--- src/hw/can_defines.svh ---
/* CAN controller parameters
   Mailbox count, serial frame length and register offsets */
`ifndef CAN_DEFINES_SVH
`define CAN_DEFINES_SVH

`define CAN_NUM_MAILBOXES 4
// Start bit + 11 id + 4 len + 64 data
`define CAN_FRAME_BITS 80

`define CAN_MBOX_BASE 8'h40
`define CAN_MBOX_STRIDE 8'h10

`define CAN_REG_STATUS 8'h00
`define CAN_REG_RX_IDLEN 8'h10
`define CAN_REG_RX_DLO 8'h14
`define CAN_REG_RX_DHI 8'h18

`endif

--- src/hw/can_pkg.sv ---
/* CAN controller types
   Frame layout, mailbox write strobe and FSM state encodings */
`include "can_defines.svh"

package can_pkg;

  // Packed so that bit 78 is the first bit on the wire after the start bit
  typedef struct packed {
    logic [10:0] id;
    logic [3:0] len;
    logic [63:0] data;
  } can_frame_t;

  // Encoding follows address bits 3:2 within a mailbox
  typedef enum logic [1:0] {
    FIELD_ID_LEN = 2'd0,
    FIELD_DATA_LO = 2'd1,
    FIELD_DATA_HI = 2'd2,
    FIELD_REQUEST = 2'd3
  } mbox_field_e;

  typedef struct packed {
    logic [`CAN_NUM_MAILBOXES-1:0] en;
    mbox_field_e field;
    logic [31:0] wdata;
  } mbox_write_t;

  typedef enum logic [1:0] {AXI_IDLE, AXI_WRITE, AXI_READ, AXI_RESP} axi_state_e;

  typedef enum logic {TX_IDLE, TX_SHIFT} tx_state_e;

  typedef enum logic [1:0] {RX_IDLE, RX_SHIFT, RX_DONE} rx_state_e;

endpackage

--- src/hw/can_axi_regs.sv ---
/* AXI4-Lite register block
   Decodes mailbox writes, returns status and holds the received frame */
`timescale 1ns/1ps
`include "can_defines.svh"

module can_axi_regs (
  input logic s_axi_aclk,
  input logic s_axi_aresetn,
  input logic [31:0] s_axi_awaddr,
  input logic s_axi_awvalid,
  output logic s_axi_awready,
  input logic [31:0] s_axi_wdata,
  input logic [3:0] s_axi_wstrb,
  input logic s_axi_wvalid,
  output logic s_axi_wready,
  output logic [1:0] s_axi_bresp,
  output logic s_axi_bvalid,
  input logic s_axi_bready,
  input logic [31:0] s_axi_araddr,
  input logic s_axi_arvalid,
  output logic s_axi_arready,
  output logic [31:0] s_axi_rdata,
  output logic [1:0] s_axi_rresp,
  output logic s_axi_rvalid,
  input logic s_axi_rready,
  output can_pkg::mbox_write_t mbox_wr,
  input can_pkg::can_frame_t [`CAN_NUM_MAILBOXES-1:0] mbox_frame,
  input logic [`CAN_NUM_MAILBOXES-1:0] mbox_pending,
  input logic tx_busy,
  input can_pkg::can_frame_t rx_frame,
  input logic rx_done
);

  can_pkg::axi_state_e state;
  logic [7:0] wr_addr;
  logic [7:0] rd_addr;
  logic [31:0] rd_data;
  logic wr_fire;
  logic rx_ready;
  can_pkg::can_frame_t rx_frame_q;

  function automatic logic mbox_hit(input logic [7:0] addr, input int k);
    int lo;
    lo = `CAN_MBOX_BASE + k * `CAN_MBOX_STRIDE;
    return (int'(addr) >= lo) && (int'(addr) < lo + `CAN_MBOX_STRIDE);
  endfunction

  // Every response is OKAY; s_axi_wstrb is not decoded, writes are whole words
  assign s_axi_bresp = 2'b00;
  assign s_axi_rresp = 2'b00;

  assign wr_fire = (state == can_pkg::AXI_WRITE) && s_axi_wvalid && s_axi_wready;

  // Mailbox strobe lands on the same edge that raises bvalid
  always_comb begin
    mbox_wr.en = '0;
    mbox_wr.field = can_pkg::mbox_field_e'(wr_addr[3:2]);
    mbox_wr.wdata = s_axi_wdata;
    for (int k = 0; k < `CAN_NUM_MAILBOXES; k++) begin
      if (wr_fire && mbox_hit(wr_addr, k))
        mbox_wr.en[k] = 1'b1;
    end
  end

  always_comb begin
    rd_data = '0;
    case (rd_addr)
      `CAN_REG_STATUS: rd_data = {30'b0, rx_ready, tx_busy};
      `CAN_REG_RX_IDLEN: rd_data = {16'b0, rx_frame_q.len, 1'b0, rx_frame_q.id};
      `CAN_REG_RX_DLO: rd_data = rx_frame_q.data[31:0];
      `CAN_REG_RX_DHI: rd_data = rx_frame_q.data[63:32];
      default: begin
        for (int k = 0; k < `CAN_NUM_MAILBOXES; k++) begin
          if (mbox_hit(rd_addr, k)) begin
            case (can_pkg::mbox_field_e'(rd_addr[3:2]))
              can_pkg::FIELD_ID_LEN:
                rd_data = {16'b0, mbox_frame[k].len, 1'b0, mbox_frame[k].id};
              can_pkg::FIELD_DATA_LO: rd_data = mbox_frame[k].data[31:0];
              can_pkg::FIELD_DATA_HI: rd_data = mbox_frame[k].data[63:32];
              default: rd_data = {31'b0, mbox_pending[k]};
            endcase
          end
        end
      end
    endcase
  end

  always_ff @(posedge s_axi_aclk) begin
    if (!s_axi_aresetn) begin
      state <= can_pkg::AXI_IDLE;
      s_axi_awready <= 1'b0;
      s_axi_wready <= 1'b0;
      s_axi_bvalid <= 1'b0;
      s_axi_arready <= 1'b0;
      s_axi_rvalid <= 1'b0;
    end else begin
      case (state)
        can_pkg::AXI_IDLE: begin
          // Write wins when both address channels are valid
          if (s_axi_awvalid) begin
            s_axi_awready <= 1'b1;
            s_axi_wready <= 1'b1;
            wr_addr <= s_axi_awaddr[7:0];
            state <= can_pkg::AXI_WRITE;
          end else if (s_axi_arvalid) begin
            s_axi_arready <= 1'b1;
            rd_addr <= s_axi_araddr[7:0];
            state <= can_pkg::AXI_READ;
          end
        end
        can_pkg::AXI_WRITE: begin
          s_axi_awready <= 1'b0;
          if (wr_fire) begin
            s_axi_wready <= 1'b0;
            s_axi_bvalid <= 1'b1;
            state <= can_pkg::AXI_RESP;
          end
        end
        can_pkg::AXI_READ: begin
          s_axi_arready <= 1'b0;
          s_axi_rvalid <= 1'b1;
          s_axi_rdata <= rd_data;
          state <= can_pkg::AXI_RESP;
        end
        default: begin
          if (s_axi_bvalid && s_axi_bready) begin
            s_axi_bvalid <= 1'b0;
            state <= can_pkg::AXI_IDLE;
          end else if (s_axi_rvalid && s_axi_rready) begin
            s_axi_rvalid <= 1'b0;
            state <= can_pkg::AXI_IDLE;
          end
        end
      endcase
    end
  end

  // Sticky flag, a new frame takes precedence over the clearing read
  always_ff @(posedge s_axi_aclk) begin
    if (!s_axi_aresetn) begin
      rx_ready <= 1'b0;
    end else if (rx_done) begin
      rx_ready <= 1'b1;
    end else if (state == can_pkg::AXI_READ && rd_addr == `CAN_REG_RX_DHI) begin
      rx_ready <= 1'b0;
    end
  end

  always_ff @(posedge s_axi_aclk) begin
    if (rx_done)
      rx_frame_q <= rx_frame;
  end

  a_one_response: assert property (@(posedge s_axi_aclk) disable iff (!s_axi_aresetn)
    !(s_axi_bvalid && s_axi_rvalid));

endmodule

--- src/hw/can_tx_mailbox.sv ---
/* Transmit mailbox
   Holds one frame and its pending flag until the engine grants it */
`timescale 1ns/1ps

module can_tx_mailbox (
  input logic s_axi_aclk,
  input logic s_axi_aresetn,
  input logic wr_en,
  input can_pkg::mbox_field_e wr_field,
  input logic [31:0] wdata,
  input logic grant,
  output can_pkg::can_frame_t frame,
  output logic pending
);

  // Frame contents are locked while a transmission is pending
  always_ff @(posedge s_axi_aclk) begin
    if (wr_en && !pending) begin
      case (wr_field)
        can_pkg::FIELD_ID_LEN: begin
          frame.id <= wdata[10:0];
          frame.len <= wdata[15:12];
        end
        can_pkg::FIELD_DATA_LO: frame.data[31:0] <= wdata;
        can_pkg::FIELD_DATA_HI: frame.data[63:32] <= wdata;
        default: ;
      endcase
    end
  end

  always_ff @(posedge s_axi_aclk) begin
    if (!s_axi_aresetn) begin
      pending <= 1'b0;
    end else if (grant) begin
      pending <= 1'b0;
    end else if (wr_en && wr_field == can_pkg::FIELD_REQUEST && wdata[0]) begin
      pending <= 1'b1;
    end
  end

  a_grant_pending: assert property (@(posedge s_axi_aclk) disable iff (!s_axi_aresetn)
    grant |-> pending);

endmodule

--- src/hw/can_tx_engine.sv ---
/* Transmit engine
   Grants the pending mailbox with the lowest id and shifts its frame onto tx */
`timescale 1ns/1ps
`include "can_defines.svh"

module can_tx_engine (
  input logic s_axi_aclk,
  input logic s_axi_aresetn,
  input can_pkg::can_frame_t [`CAN_NUM_MAILBOXES-1:0] mbox_frame,
  input logic [`CAN_NUM_MAILBOXES-1:0] mbox_pending,
  output logic [`CAN_NUM_MAILBOXES-1:0] grant,
  output logic tx,
  output logic tx_busy
);

  localparam int CNT_W = $clog2(`CAN_FRAME_BITS);

  can_pkg::tx_state_e state;
  logic [`CAN_FRAME_BITS-2:0] shift_q;
  logic [CNT_W-1:0] bit_cnt;
  logic [`CAN_NUM_MAILBOXES-1:0] pick;
  logic [10:0] best_id;
  logic found;
  can_pkg::can_frame_t sel_frame;

  // Lowest id wins, strict compare keeps the lower index on a tie
  always_comb begin
    pick = '0;
    best_id = '1;
    found = 1'b0;
    sel_frame = mbox_frame[0];
    for (int k = 0; k < `CAN_NUM_MAILBOXES; k++) begin
      if (mbox_pending[k] && (!found || mbox_frame[k].id < best_id)) begin
        pick = '0;
        pick[k] = 1'b1;
        best_id = mbox_frame[k].id;
        sel_frame = mbox_frame[k];
        found = 1'b1;
      end
    end
  end

  assign grant = (state == can_pkg::TX_IDLE) ? pick : '0;

  always_ff @(posedge s_axi_aclk) begin
    if (!s_axi_aresetn) begin
      state <= can_pkg::TX_IDLE;
      tx <= 1'b1;
      tx_busy <= 1'b0;
      bit_cnt <= '0;
    end else begin
      case (state)
        can_pkg::TX_IDLE: begin
          if (found) begin
            // Start bit goes out on the next cycle
            shift_q <= sel_frame;
            tx <= 1'b0;
            tx_busy <= 1'b1;
            bit_cnt <= '0;
            state <= can_pkg::TX_SHIFT;
          end
        end
        default: begin
          if (bit_cnt == CNT_W'(`CAN_FRAME_BITS - 1)) begin
            tx <= 1'b1;
            tx_busy <= 1'b0;
            state <= can_pkg::TX_IDLE;
          end else begin
            tx <= shift_q[`CAN_FRAME_BITS-2];
            shift_q <= shift_q << 1;
            bit_cnt <= bit_cnt + 1'b1;
          end
        end
      endcase
    end
  end

  a_grant_onehot: assert property (@(posedge s_axi_aclk) disable iff (!s_axi_aresetn)
    $onehot0(grant));

endmodule

--- src/hw/can_rx_deframer.sv ---
/* Receive deframer
   Waits for a start bit on rx and shifts in one 79-bit frame */
`timescale 1ns/1ps
`include "can_defines.svh"

module can_rx_deframer (
  input logic s_axi_aclk,
  input logic s_axi_aresetn,
  input logic rx,
  output can_pkg::can_frame_t rx_frame,
  output logic rx_done
);

  localparam int CNT_W = $clog2(`CAN_FRAME_BITS);

  can_pkg::rx_state_e state;
  logic [CNT_W-1:0] bit_cnt;

  assign rx_done = (state == can_pkg::RX_DONE);

  always_ff @(posedge s_axi_aclk) begin
    if (!s_axi_aresetn) begin
      state <= can_pkg::RX_IDLE;
      bit_cnt <= '0;
    end else begin
      case (state)
        can_pkg::RX_IDLE: begin
          // Dominant bit marks start of frame
          if (!rx) begin
            bit_cnt <= '0;
            state <= can_pkg::RX_SHIFT;
          end
        end
        can_pkg::RX_SHIFT: begin
          bit_cnt <= bit_cnt + 1'b1;
          if (bit_cnt == CNT_W'(`CAN_FRAME_BITS - 2))
            state <= can_pkg::RX_DONE;
        end
        default: state <= can_pkg::RX_IDLE;
      endcase
    end
  end

  // MSB first, so new bits enter at the bottom
  always_ff @(posedge s_axi_aclk) begin
    if (state == can_pkg::RX_SHIFT)
      rx_frame <= {rx_frame[`CAN_FRAME_BITS-3:0], rx};
  end

endmodule

--- src/hw/can_controller_top.sv ---
/* CAN controller top
   AXI4-Lite registers, transmit mailboxes, transmit engine and receiver */
`timescale 1ns/1ps
`include "can_defines.svh"

module can_controller_top (
  input logic s_axi_aclk,
  input logic s_axi_aresetn,
  input logic [31:0] s_axi_awaddr,
  input logic s_axi_awvalid,
  output logic s_axi_awready,
  input logic [31:0] s_axi_wdata,
  input logic [3:0] s_axi_wstrb,
  input logic s_axi_wvalid,
  output logic s_axi_wready,
  output logic [1:0] s_axi_bresp,
  output logic s_axi_bvalid,
  input logic s_axi_bready,
  input logic [31:0] s_axi_araddr,
  input logic s_axi_arvalid,
  output logic s_axi_arready,
  output logic [31:0] s_axi_rdata,
  output logic [1:0] s_axi_rresp,
  output logic s_axi_rvalid,
  input logic s_axi_rready,
  input logic rx,
  output logic tx
);

  can_pkg::mbox_write_t mbox_wr;
  can_pkg::can_frame_t [`CAN_NUM_MAILBOXES-1:0] mbox_frame;
  logic [`CAN_NUM_MAILBOXES-1:0] mbox_pending;
  logic [`CAN_NUM_MAILBOXES-1:0] grant;
  logic tx_busy;
  can_pkg::can_frame_t rx_frame;
  logic rx_done;

  can_axi_regs can_axi_regs_inst (
    .s_axi_aclk(s_axi_aclk),
    .s_axi_aresetn(s_axi_aresetn),
    .s_axi_awaddr(s_axi_awaddr),
    .s_axi_awvalid(s_axi_awvalid),
    .s_axi_awready(s_axi_awready),
    .s_axi_wdata(s_axi_wdata),
    .s_axi_wstrb(s_axi_wstrb),
    .s_axi_wvalid(s_axi_wvalid),
    .s_axi_wready(s_axi_wready),
    .s_axi_bresp(s_axi_bresp),
    .s_axi_bvalid(s_axi_bvalid),
    .s_axi_bready(s_axi_bready),
    .s_axi_araddr(s_axi_araddr),
    .s_axi_arvalid(s_axi_arvalid),
    .s_axi_arready(s_axi_arready),
    .s_axi_rdata(s_axi_rdata),
    .s_axi_rresp(s_axi_rresp),
    .s_axi_rvalid(s_axi_rvalid),
    .s_axi_rready(s_axi_rready),
    .mbox_wr(mbox_wr),
    .mbox_frame(mbox_frame),
    .mbox_pending(mbox_pending),
    .tx_busy(tx_busy),
    .rx_frame(rx_frame),
    .rx_done(rx_done)
  );

  for (genvar k = 0; k < `CAN_NUM_MAILBOXES; k++) begin : g_mbox
    can_tx_mailbox can_tx_mailbox_inst (
      .s_axi_aclk(s_axi_aclk),
      .s_axi_aresetn(s_axi_aresetn),
      .wr_en(mbox_wr.en[k]),
      .wr_field(mbox_wr.field),
      .wdata(mbox_wr.wdata),
      .grant(grant[k]),
      .frame(mbox_frame[k]),
      .pending(mbox_pending[k])
    );
  end

  can_tx_engine can_tx_engine_inst (
    .s_axi_aclk(s_axi_aclk),
    .s_axi_aresetn(s_axi_aresetn),
    .mbox_frame(mbox_frame),
    .mbox_pending(mbox_pending),
    .grant(grant),
    .tx(tx),
    .tx_busy(tx_busy)
  );

  can_rx_deframer can_rx_deframer_inst (
    .s_axi_aclk(s_axi_aclk),
    .s_axi_aresetn(s_axi_aresetn),
    .rx(rx),
    .rx_frame(rx_frame),
    .rx_done(rx_done)
  );

endmodule

--- config.mk ---
export PLATFORM = sky130hd
export DESIGN_NAME = can_controller_top
export DESIGN_NICKNAME = d
export VERILOG_FILES = /design/src/hw/can_pkg.sv /design/src/hw/can_axi_regs.sv /design/src/hw/can_tx_mailbox.sv /design/src/hw/can_tx_engine.sv /design/src/hw/can_rx_deframer.sv /design/src/hw/can_controller_top.sv
export VERILOG_INCLUDE_DIRS = /design/src /design/src/hw
export SDC_FILE = /design/constraint.sdc
export NUM_CORES = 1
export LEC_CHECK = 0
export BUFFER_PORTS_ARGS = -buffer_cell sky130_fd_sc_hd__buf_4
export CORE_MARGIN = 1.5
export CORE_UTILIZATION = 49
export DETAILED_ROUTE_END_ITERATION = 12
export PLACE_DENSITY = 0.66
export SLEW_MARGIN = 20
export SYNTH_ARGS = -nofsm -noshare
export SYNTH_HDL_FRONTEND = slang
export SYNTH_SLANG_ARGS = --single-unit
--- constraint.sdc ---
create_clock -name s_axi_aclk -period 8.1 [get_ports s_axi_aclk]
set_input_delay 0.81 -clock s_axi_aclk [delete_from_list [all_inputs] [get_ports s_axi_aclk]]
set_output_delay 0.81 -clock s_axi_aclk [all_outputs]
set_load 0.02 [all_outputs]
== Word level (Yosys, flattened, before mapping) ==
Index checks and enable logic that the tools add are counted.

* Register bits after elaboration: 632
* Word-level logic and storage cells: 248

* Add/sub/neg operators: 2
* Magnitude comparators: 19
* Equality and inequality tests: 24
* Mux-type cells: 69
* Bitwise logic cells: 4
* Reduce and logical (&&, ||, !) cells: 87

{| class="wikitable"
|+ Operators by type and width
! operator !! number
|-
| 79-bit two-way mux || 6
|-
| 32-bit one-hot mux with 3 select lines || 4
|-
| 32-bit two-way mux || 4
|-
| 32-bit one-hot mux with 4 select lines || 1
|-
| 8-bit by 7-bit >= comparator with 1-bit output, second input constant || 8
|-
| 8-bit by 7-bit < comparator with 1-bit output, second input constant || 6
|-
| 2-bit AND reduction || 18
|-
| 11-bit < comparator || 3
|-
| 11-bit two-way mux || 3
|-
| 1-bit logical AND || 32
|-
| 1-bit two-way mux || 28
|-
| 7-bit two-way mux || 4
|-
| 8-bit by 5-bit == test with 1-bit output, second input constant || 3
|-
| 3-bit AND reduction || 7
|-
| 8-bit < comparator, second input constant || 2
|-
| 4-bit two-way mux || 4
|-
| 7-bit by 1-bit adder with 7-bit output, second input constant || 2
|-
| 7-bit == test, second input constant || 2
|-
| 2-bit two-way mux || 7
|-
| 2-bit inequality test, second input constant || 7
|-
| 7-bit one-hot mux with 2 select lines || 1
|-
| 2-bit nonzero test || 7
|-
| 2-bit OR reduction || 6
|-
| 2-bit == test, second input constant || 5
|-
| other kinds (13) || 35
|}

== Longest topological paths before layout ==
* Word-level depth: 15
* Gate-level depth with buffers: 31
* Gate-level depth less buffers: 25

== Hierarchy ==
A second synthesis with hierarchy kept.

* Cells, all modules: 2094
* Area, all modules: 28917.7 sq um

{| class="wikitable"
|+ Modules (own cells, without submodules)
! module !! times used !! cells each !! area each (sq um) !! sequential area each (sq um)
|-
| can_tx_mailbox || 4 || 85 || 2447.3 || 2392.3
|-
| can_axi_regs || 1 || 754 || 8466.9 || 3913.8
|-
| can_tx_engine || 1 || 866 || 7828.8 || 2572.5
|-
| can_rx_deframer || 1 || 134 || 2832.7 || 2552.4
|}

== Least setup slack after synthesis ==
No wires, ideal clock.

* Path type: reg2reg
* Start point: register g_mbox[0].can_tx_mailbox_inst.pending
* End point: register can_tx_engine_inst.shift_q[10] (data pin)
* Library setup time: 0.169 ns
* Arrival: 6.042 ns
* Required time: 7.931 ns
* Setup slack: 1.889 ns
* Cell stages (with the launch flop): 30
* Period minus slack after synthesis: 6.211 ns
* Cells stage by stage: dfxtp_1 > buf_1 > clkinv_1 > nor2_1 > ha_1 > o21a_1 > o31ai_2 > a2111oi_4 > o31ai_4 > nand2_2 > mux2_2 > ha_1 > a211oi_1 > o21ai_0 > a211oi_1 > nor2_1 > a211oi_1 > buf_2 > buf_2 > nand2_1 > o21a_1 > ha_1 > nand4_1 > nor3_1 > and4_1 > o311ai_4 > o21a_1 > buf_4 > buf_2 > o31ai_1

* Cells in the longest elaborated chain, start to end: 15
* Elaborated cells on any way between the ends: 23
* Classes of those cells: order compare (3); mux (11); reduce/logical (9)

{| class="wikitable"
|+ RTL lines
! item !! RTL line !! RTL
|-
| from (decl) || can_tx_mailbox.sv:13 || <nowiki>output logic pending</nowiki>
|-
| from (signal assigned) || can_tx_mailbox.sv:33 || <nowiki>pending <= 1'b0;</nowiki>
|-
| from (signal assigned) || can_tx_mailbox.sv:35 || <nowiki>pending <= 1'b0;</nowiki>
|-
| from (signal assigned) || can_tx_mailbox.sv:37 || <nowiki>pending <= 1'b1;</nowiki>
|-
| 11-bit two-way mux or 1-bit two-way mux (tied branches) || can_tx_engine.sv:33 || <nowiki>if (mbox_pending[k] && (!found || mbox_frame[k].id < best_id)) begin</nowiki>
|-
| 11-bit < comparator or 1-bit zero test (tied branches) || can_tx_engine.sv:33 ||
|-
| 1-bit logical OR || can_tx_engine.sv:33 ||
|-
| 1-bit logical AND || can_tx_engine.sv:33 ||
|-
| 11-bit two-way mux or 1-bit two-way mux (tied branches) || can_tx_engine.sv:33 ||
|-
| 11-bit < comparator or 1-bit zero test (tied branches) || can_tx_engine.sv:33 ||
|-
| 1-bit logical OR || can_tx_engine.sv:33 ||
|-
| 1-bit logical AND || can_tx_engine.sv:33 ||
|-
| 11-bit two-way mux or 1-bit two-way mux (tied branches) || can_tx_engine.sv:33 ||
|-
| 11-bit < comparator or 1-bit zero test (tied branches) || can_tx_engine.sv:33 ||
|-
| 1-bit logical OR || can_tx_engine.sv:33 ||
|-
| 1-bit logical AND || can_tx_engine.sv:33 ||
|-
| 79-bit two-way mux (*) || can_tx_engine.sv:33 ||
|-
| 79-bit two-way mux (*) || can_tx_engine.sv:54 || <nowiki>if (found) begin</nowiki>
|-
| 79-bit two-way mux (*) || can_tx_engine.sv:52 || <nowiki>case (state)</nowiki>
|-
| to (signal assigned) || can_tx_engine.sv:56 || <nowiki>shift_q <= sel_frame;</nowiki>
|-
| to (signal assigned) || can_tx_engine.sv:70 || <nowiki>shift_q <= shift_q << 1;</nowiki>
|-
| to (decl) || can_tx_engine.sv:19 || <nowiki>logic [`CAN_FRAME_BITS-2:0] shift_q;</nowiki>
|}

Every way passes the cells marked *; elsewhere a longest branch is shown, timed or not. The select of a mux whose other input is x is not followed.
A chain may end at the register's enable or synchronous reset.

== Final worst setup path ==
* Start point: register g_mbox[0].can_tx_mailbox_inst.pending
* End point: register can_tx_engine_inst.shift_q[67] (data pin)

Same word-level chain as after synthesis.

==> impl_table.tex <==
\begin{tabular}{lr}
\hline
Metric & Value \\
\hline
\multicolumn{2}{l}{\textbf{Run status}} \\
\quad Run status & finished clean \\
\multicolumn{2}{l}{\textbf{Logic synthesis}} \\
\quad Post-Syn Area & approximately 27,000 um\^{}2 \\
\quad Number of synthesized register bits & 630 \\
\quad Average size of a mapped cell & 13.9 um\^{}2 \\
\quad Synth warnings & 0 \\
\quad Count of different cell masters after synthesis & 64 \\
\quad Library cell with the largest summed area after synthesis & edfxtp\_1 \\
\quad Most area-consuming cells after synthesis & edfxtp\_1, mux2i\_1, a32oi\_1 \\
\quad Fraction of registers with async set or reset after synthesis & 0\% \\
\quad Share of synthesized area occupied by flip-flops and latches & 68.9\% \\
\quad Gate Count Post-Synth & 1,941 \\
\quad Share of the synthesized area in the top cell type & 66.6\% \\
\quad Most instantiated flip-flop cell in the synthesis netlist & edfxtp\_1 \\
\quad EDFF count, synth & $\sim$600 \\
\multicolumn{2}{l}{\textbf{Timing}} \\
\quad Final worst setup slack & 0.946 ns \\
\quad Transition at the pin with the smallest max-transition slack & 1.15 ns \\
\quad Worst clock skew & roughly 0.019 ns \\
\quad Fmax & roughly 140 MHz \\
\quad Number of hold violations in the final report & 0 \\
\quad Final-layout setup total negative slack & 0 ns \\
\quad Post-route clock period utilization & 88.3\% \\
\quad Number of slew-limit violations in the final report & 0 \\
\quad Final Setup Violations & 0 \\
\quad Post-layout min period & 7.15 ns \\
\quad Worst slew margin & 23.1\% \\
\quad Setup repair after global routing missed its margin & no \\
\multicolumn{2}{l}{\textbf{GRT}} \\
\quad Number of global-route vias before repair & 17,841 \\
\quad Routing layer with the top usage in global route & met2 \\
\quad First-pass GRT wire length & approximately 110,000 um \\
\quad Met2 track utilization from global routing & 40.2\% \\
\quad Pin count of the biggest net entering global routing & slightly below 90 \\
\quad Total track usage & 26.1\% \\
\quad GRT met1 Usage & a little under two fifths \\
\quad Remaining global-route overflow & 0 \\
\quad Number of antenna violations at the first check in global routing & 5 \\
\quad Met3 layer usage reported by global route & 5.23\% \\
\multicolumn{2}{l}{\textbf{Drt}} \\
\quad Final routed wirelength across all metal layers & 73,800 um \\
\quad Violation count after the first detailed-routing iteration & just under 2,000 \\
\quad Via count & between 15,000 and 20,000 \\
\quad Number of nets with antenna violations after detailed routing & 0 \\
\quad DR vias/cell & around 6.6 \\
\quad Drt pass-1 iters & 7 \\
\quad Detailed-route wire length per cell & 26.9 um \\
\quad DRC viols & 0 \\
\multicolumn{2}{l}{\textbf{Layout}} \\
\quad Most common library cell in the layout ignoring fill and taps & edfxtp\_1 \\
\quad Share of layout cells above drive strength 1 & between 10 and 15\% \\
\quad Sequential cell area & 18,600 um\^{}2 \\
\quad Area of the multi-input gates & 7810 um\^{}2 \\
\quad Filler Cells Inserted & 4,254 \\
\quad Leading cell types in the layout, fill and taps excluded & edfxtp\_1, buf\_4, nor2\_1, nand2\_1, a21oi\_1 \\
\quad Final cell area excluding filler cells & $\sim$30,000 um\^{}2 \\
\quad Area Growth Syn to Fin & 12.5\% \\
\quad Final Net Count & 2,134 \\
\multicolumn{2}{l}{\textbf{CTS}} \\
\quad Insertion delay of the later-clocked pin in the worst-skew pair & 0.64 ns \\
\quad Count of instances resized after the clock tree is built & 0 \\
\quad Count of buffers added by post-CTS timing repair for setup & 0 \\
\quad Clock buffer count from CTS & 61 \\
\quad Clk slew on worst S/H paths & 0.06 ns \\
\quad Number of hold buffers added after cts & 0 \\
\quad Number of H-tree branching levels & 2 \\
\quad Clock root buffer & clkbuf\_16 \\
\quad Clock tree from TritonCTS & yes \\
\quad Clk buf depth & 3 \\
\quad Clk sink count & 630 \\
\multicolumn{2}{l}{\textbf{Place}} \\
\quad Final RePlAce weighted congestion & 0.880 \\
\quad Place WS & 1.09 ns \\
\quad Instance area after placement & 28,500 um\^{}2 \\
\quad HPWL after detailed placement & 42,500 um \\
\quad Number of port buffers & between 90 and 100 \\
\multicolumn{2}{l}{\textbf{Floorplanning}} \\
\quad Initial cell density of the core & about half \\
\quad Number of primary I/O pins & 150 \\
\quad Row count & 85 \\
\quad Horiz. Die Dim & 238 um \\
\quad Core outline area & 54,100 um\^{}2 \\
\quad Height of the chip & 238 um \\
\quad Total Die Area & 56,600 um\^{}2 \\
\multicolumn{2}{l}{\textbf{Pwr}} \\
\quad Fraction of power spent switching nets & 22.4\% \\
\quad Leakage power & 10.2 nW \\
\quad Max VDD drop & 194 uV \\
\quad Total Power Consumption & between 6 and 7 mW \\
\quad Power Density & 223 nW/um\^{}2 \\
\quad Total net switching power & $\sim$1.5 mW \\
\quad Clock group share of total power & 40.0\% \\
\quad Internal portion of total power & 5.27 mW \\
\quad Comb power frac & 5.9\% \\
\quad Power share of the sequential group & between 50\% and 60\% \\
\multicolumn{2}{l}{\textbf{Critical path}} \\
\quad Crit path capture type & register \\
\quad Signal arrival time at the worst endpoint & $\sim$7.5 ns \\
\quad Setup Crit Path Kind & register to register \\
\quad CP max FO & 80 \\
\quad Critical path required time & 8.44 ns \\
\quad Kind of start point of the critical path & register \\
\multicolumn{2}{l}{\textbf{Flow run}} \\
\quad Count of maximum capacitance violations & 0 \\
\multicolumn{2}{l}{\textbf{Hold path}} \\
\quad Hold crit path type & input port to register \\
\hline
\end{tabular}
## synthesized netlist by cell type (all sizes together) (13+ instances only)
library cell,number
a211oi,85
a21oi,88
a221oi,35
a22oi,66
a32oi,79
and2,14
and3,81
buf,35
clkbuf,126
dfxtp,31
edfxtp,599
ha,36
inv,21
mux2i,76
nand2,100
nor2,125
nor2b,13
nor3,17
o211ai,20
o21a,14
o21ai,76
o221ai,13
o22ai,18
o31ai,82
## critical path, stage by stage (launching register included)
cell and delay [ns]:
dfxtp_1 0.34, clkinv_1 0.13, buf_4 0.22, nor2_1 0.15
ha_1 0.18, nand4_1 0.22, a21oi_1 0.52, o31ai_4 0.14
nand2_4 0.31, buf_4 0.24, mux2_2 0.36, ha_1 0.31
a21oi_1 0.16, a211oi_1 0.10, a211oi_1 0.36, nor2_1 0.15
a211oi_4 0.24, buf_12 0.25, nand2_1 0.08, o21a_1 0.11
ha_1 0.29, nand4_1 0.19, nor3_1 0.37, and4_1 0.28
o311ai_4 0.10, buf_4 0.48, a32oi_1 0.34, o31ai_1 0.17
## logic make-up (layout without fill, tap and decap cells)
logic type | count (synthesis) | count (layout) | synth area share (%)
buffers and inverters | 183 | 279 | 2.72
muxes | 90 | 90 | 3.57
AOI/OAI and AO/OA | 595 | 595 | 15.8
xor gates and xnor gates | 5 | 5 | 0.162
DFF | 630 | 630 | 68.9
adders and majority gates | 36 | 36 | 1.67
other | 1 | 8 | 0.0139
and+or+nand+nor | 401 | 401 | 7.18
## final cells by class
type,count,area share (%)
diodes,4,0.0329
clock buffers,75,5.40
clock inverters,38,0.848
inverters,22,0.272
multi-input cells,1131,25.7
flip-flops and latches,630,61.2
well taps,696,2.87
repair buffers,144,3.64
## per-layer routing
layer  wire [um]  vias up
met2       33900      946
met1       30800     9005
met5           0        -
li1            -     7860
met3        6930      140
met4        2160        0
## path summary, 6_finish.rpt
kind | cells past startpoint | endpoint | from | slack [ns]
setup / recovery | 27 | can_tx_engine_inst.shift_q[67] | g_mbox[0].can_tx_mailbox_inst.pending | 0.95
hold / removal | 1 | can_axi_regs_inst.rd_addr[7] | s_axi_araddr[7] | 0.35
setup reg to reg | 27 | can_tx_engine_inst.shift_q[67] | g_mbox[0].can_tx_mailbox_inst.pending | 0.95
hold reg to reg | 0 | can_axi_regs_inst.rx_frame_q[78] | can_rx_deframer_inst.rx_frame[78] | 0.42
## power groups by stage
stage	Clock [mW]	Sequential, mW	Combinational [mW]
2_1_floorplan	0	3.77	0.202
3_3_place_gp	0	3.74	0.390
3_5_place_dp	0	3.74	0.401
4_1_cts	2.74	3.68	0.402
5_1_grt	2.86	3.68	0.432
6_report	2.71	3.68	0.404
## per-stage QoR
stage                     instances  utilization [%]  hold slack (ns)
final                          2740             56.1            0.351
after global routing           2740             56.1            0.323
after CTS                      2736             56.1            0.317
after detailed placement       2623             52.6            0.405
after global placement         2623             52.6            0.405
after floorplan                1944                -            0.400
## flip-flops by register name, indices dropped and copies added, names as in the netlist, 2 cells and up
name,count
can_rx_deframer_inst.state,2
g_mbox.can_tx_mailbox_inst.frame,316
can_rx_deframer_inst.rx_frame,79
can_axi_regs_inst.rx_frame_q,79
can_axi_regs_inst.wr_addr,6
can_tx_engine_inst.bit_cnt,7
can_axi_regs_inst.s_axi_rdata,32
can_axi_regs_inst.rd_addr,8
g_mbox.can_tx_mailbox_inst.pending,4
can_axi_regs_inst.state,2
can_tx_engine_inst.shift_q,79
can_rx_deframer_inst.bit_cnt,7
Note: power is estimated with default switching activity, not from simulation.
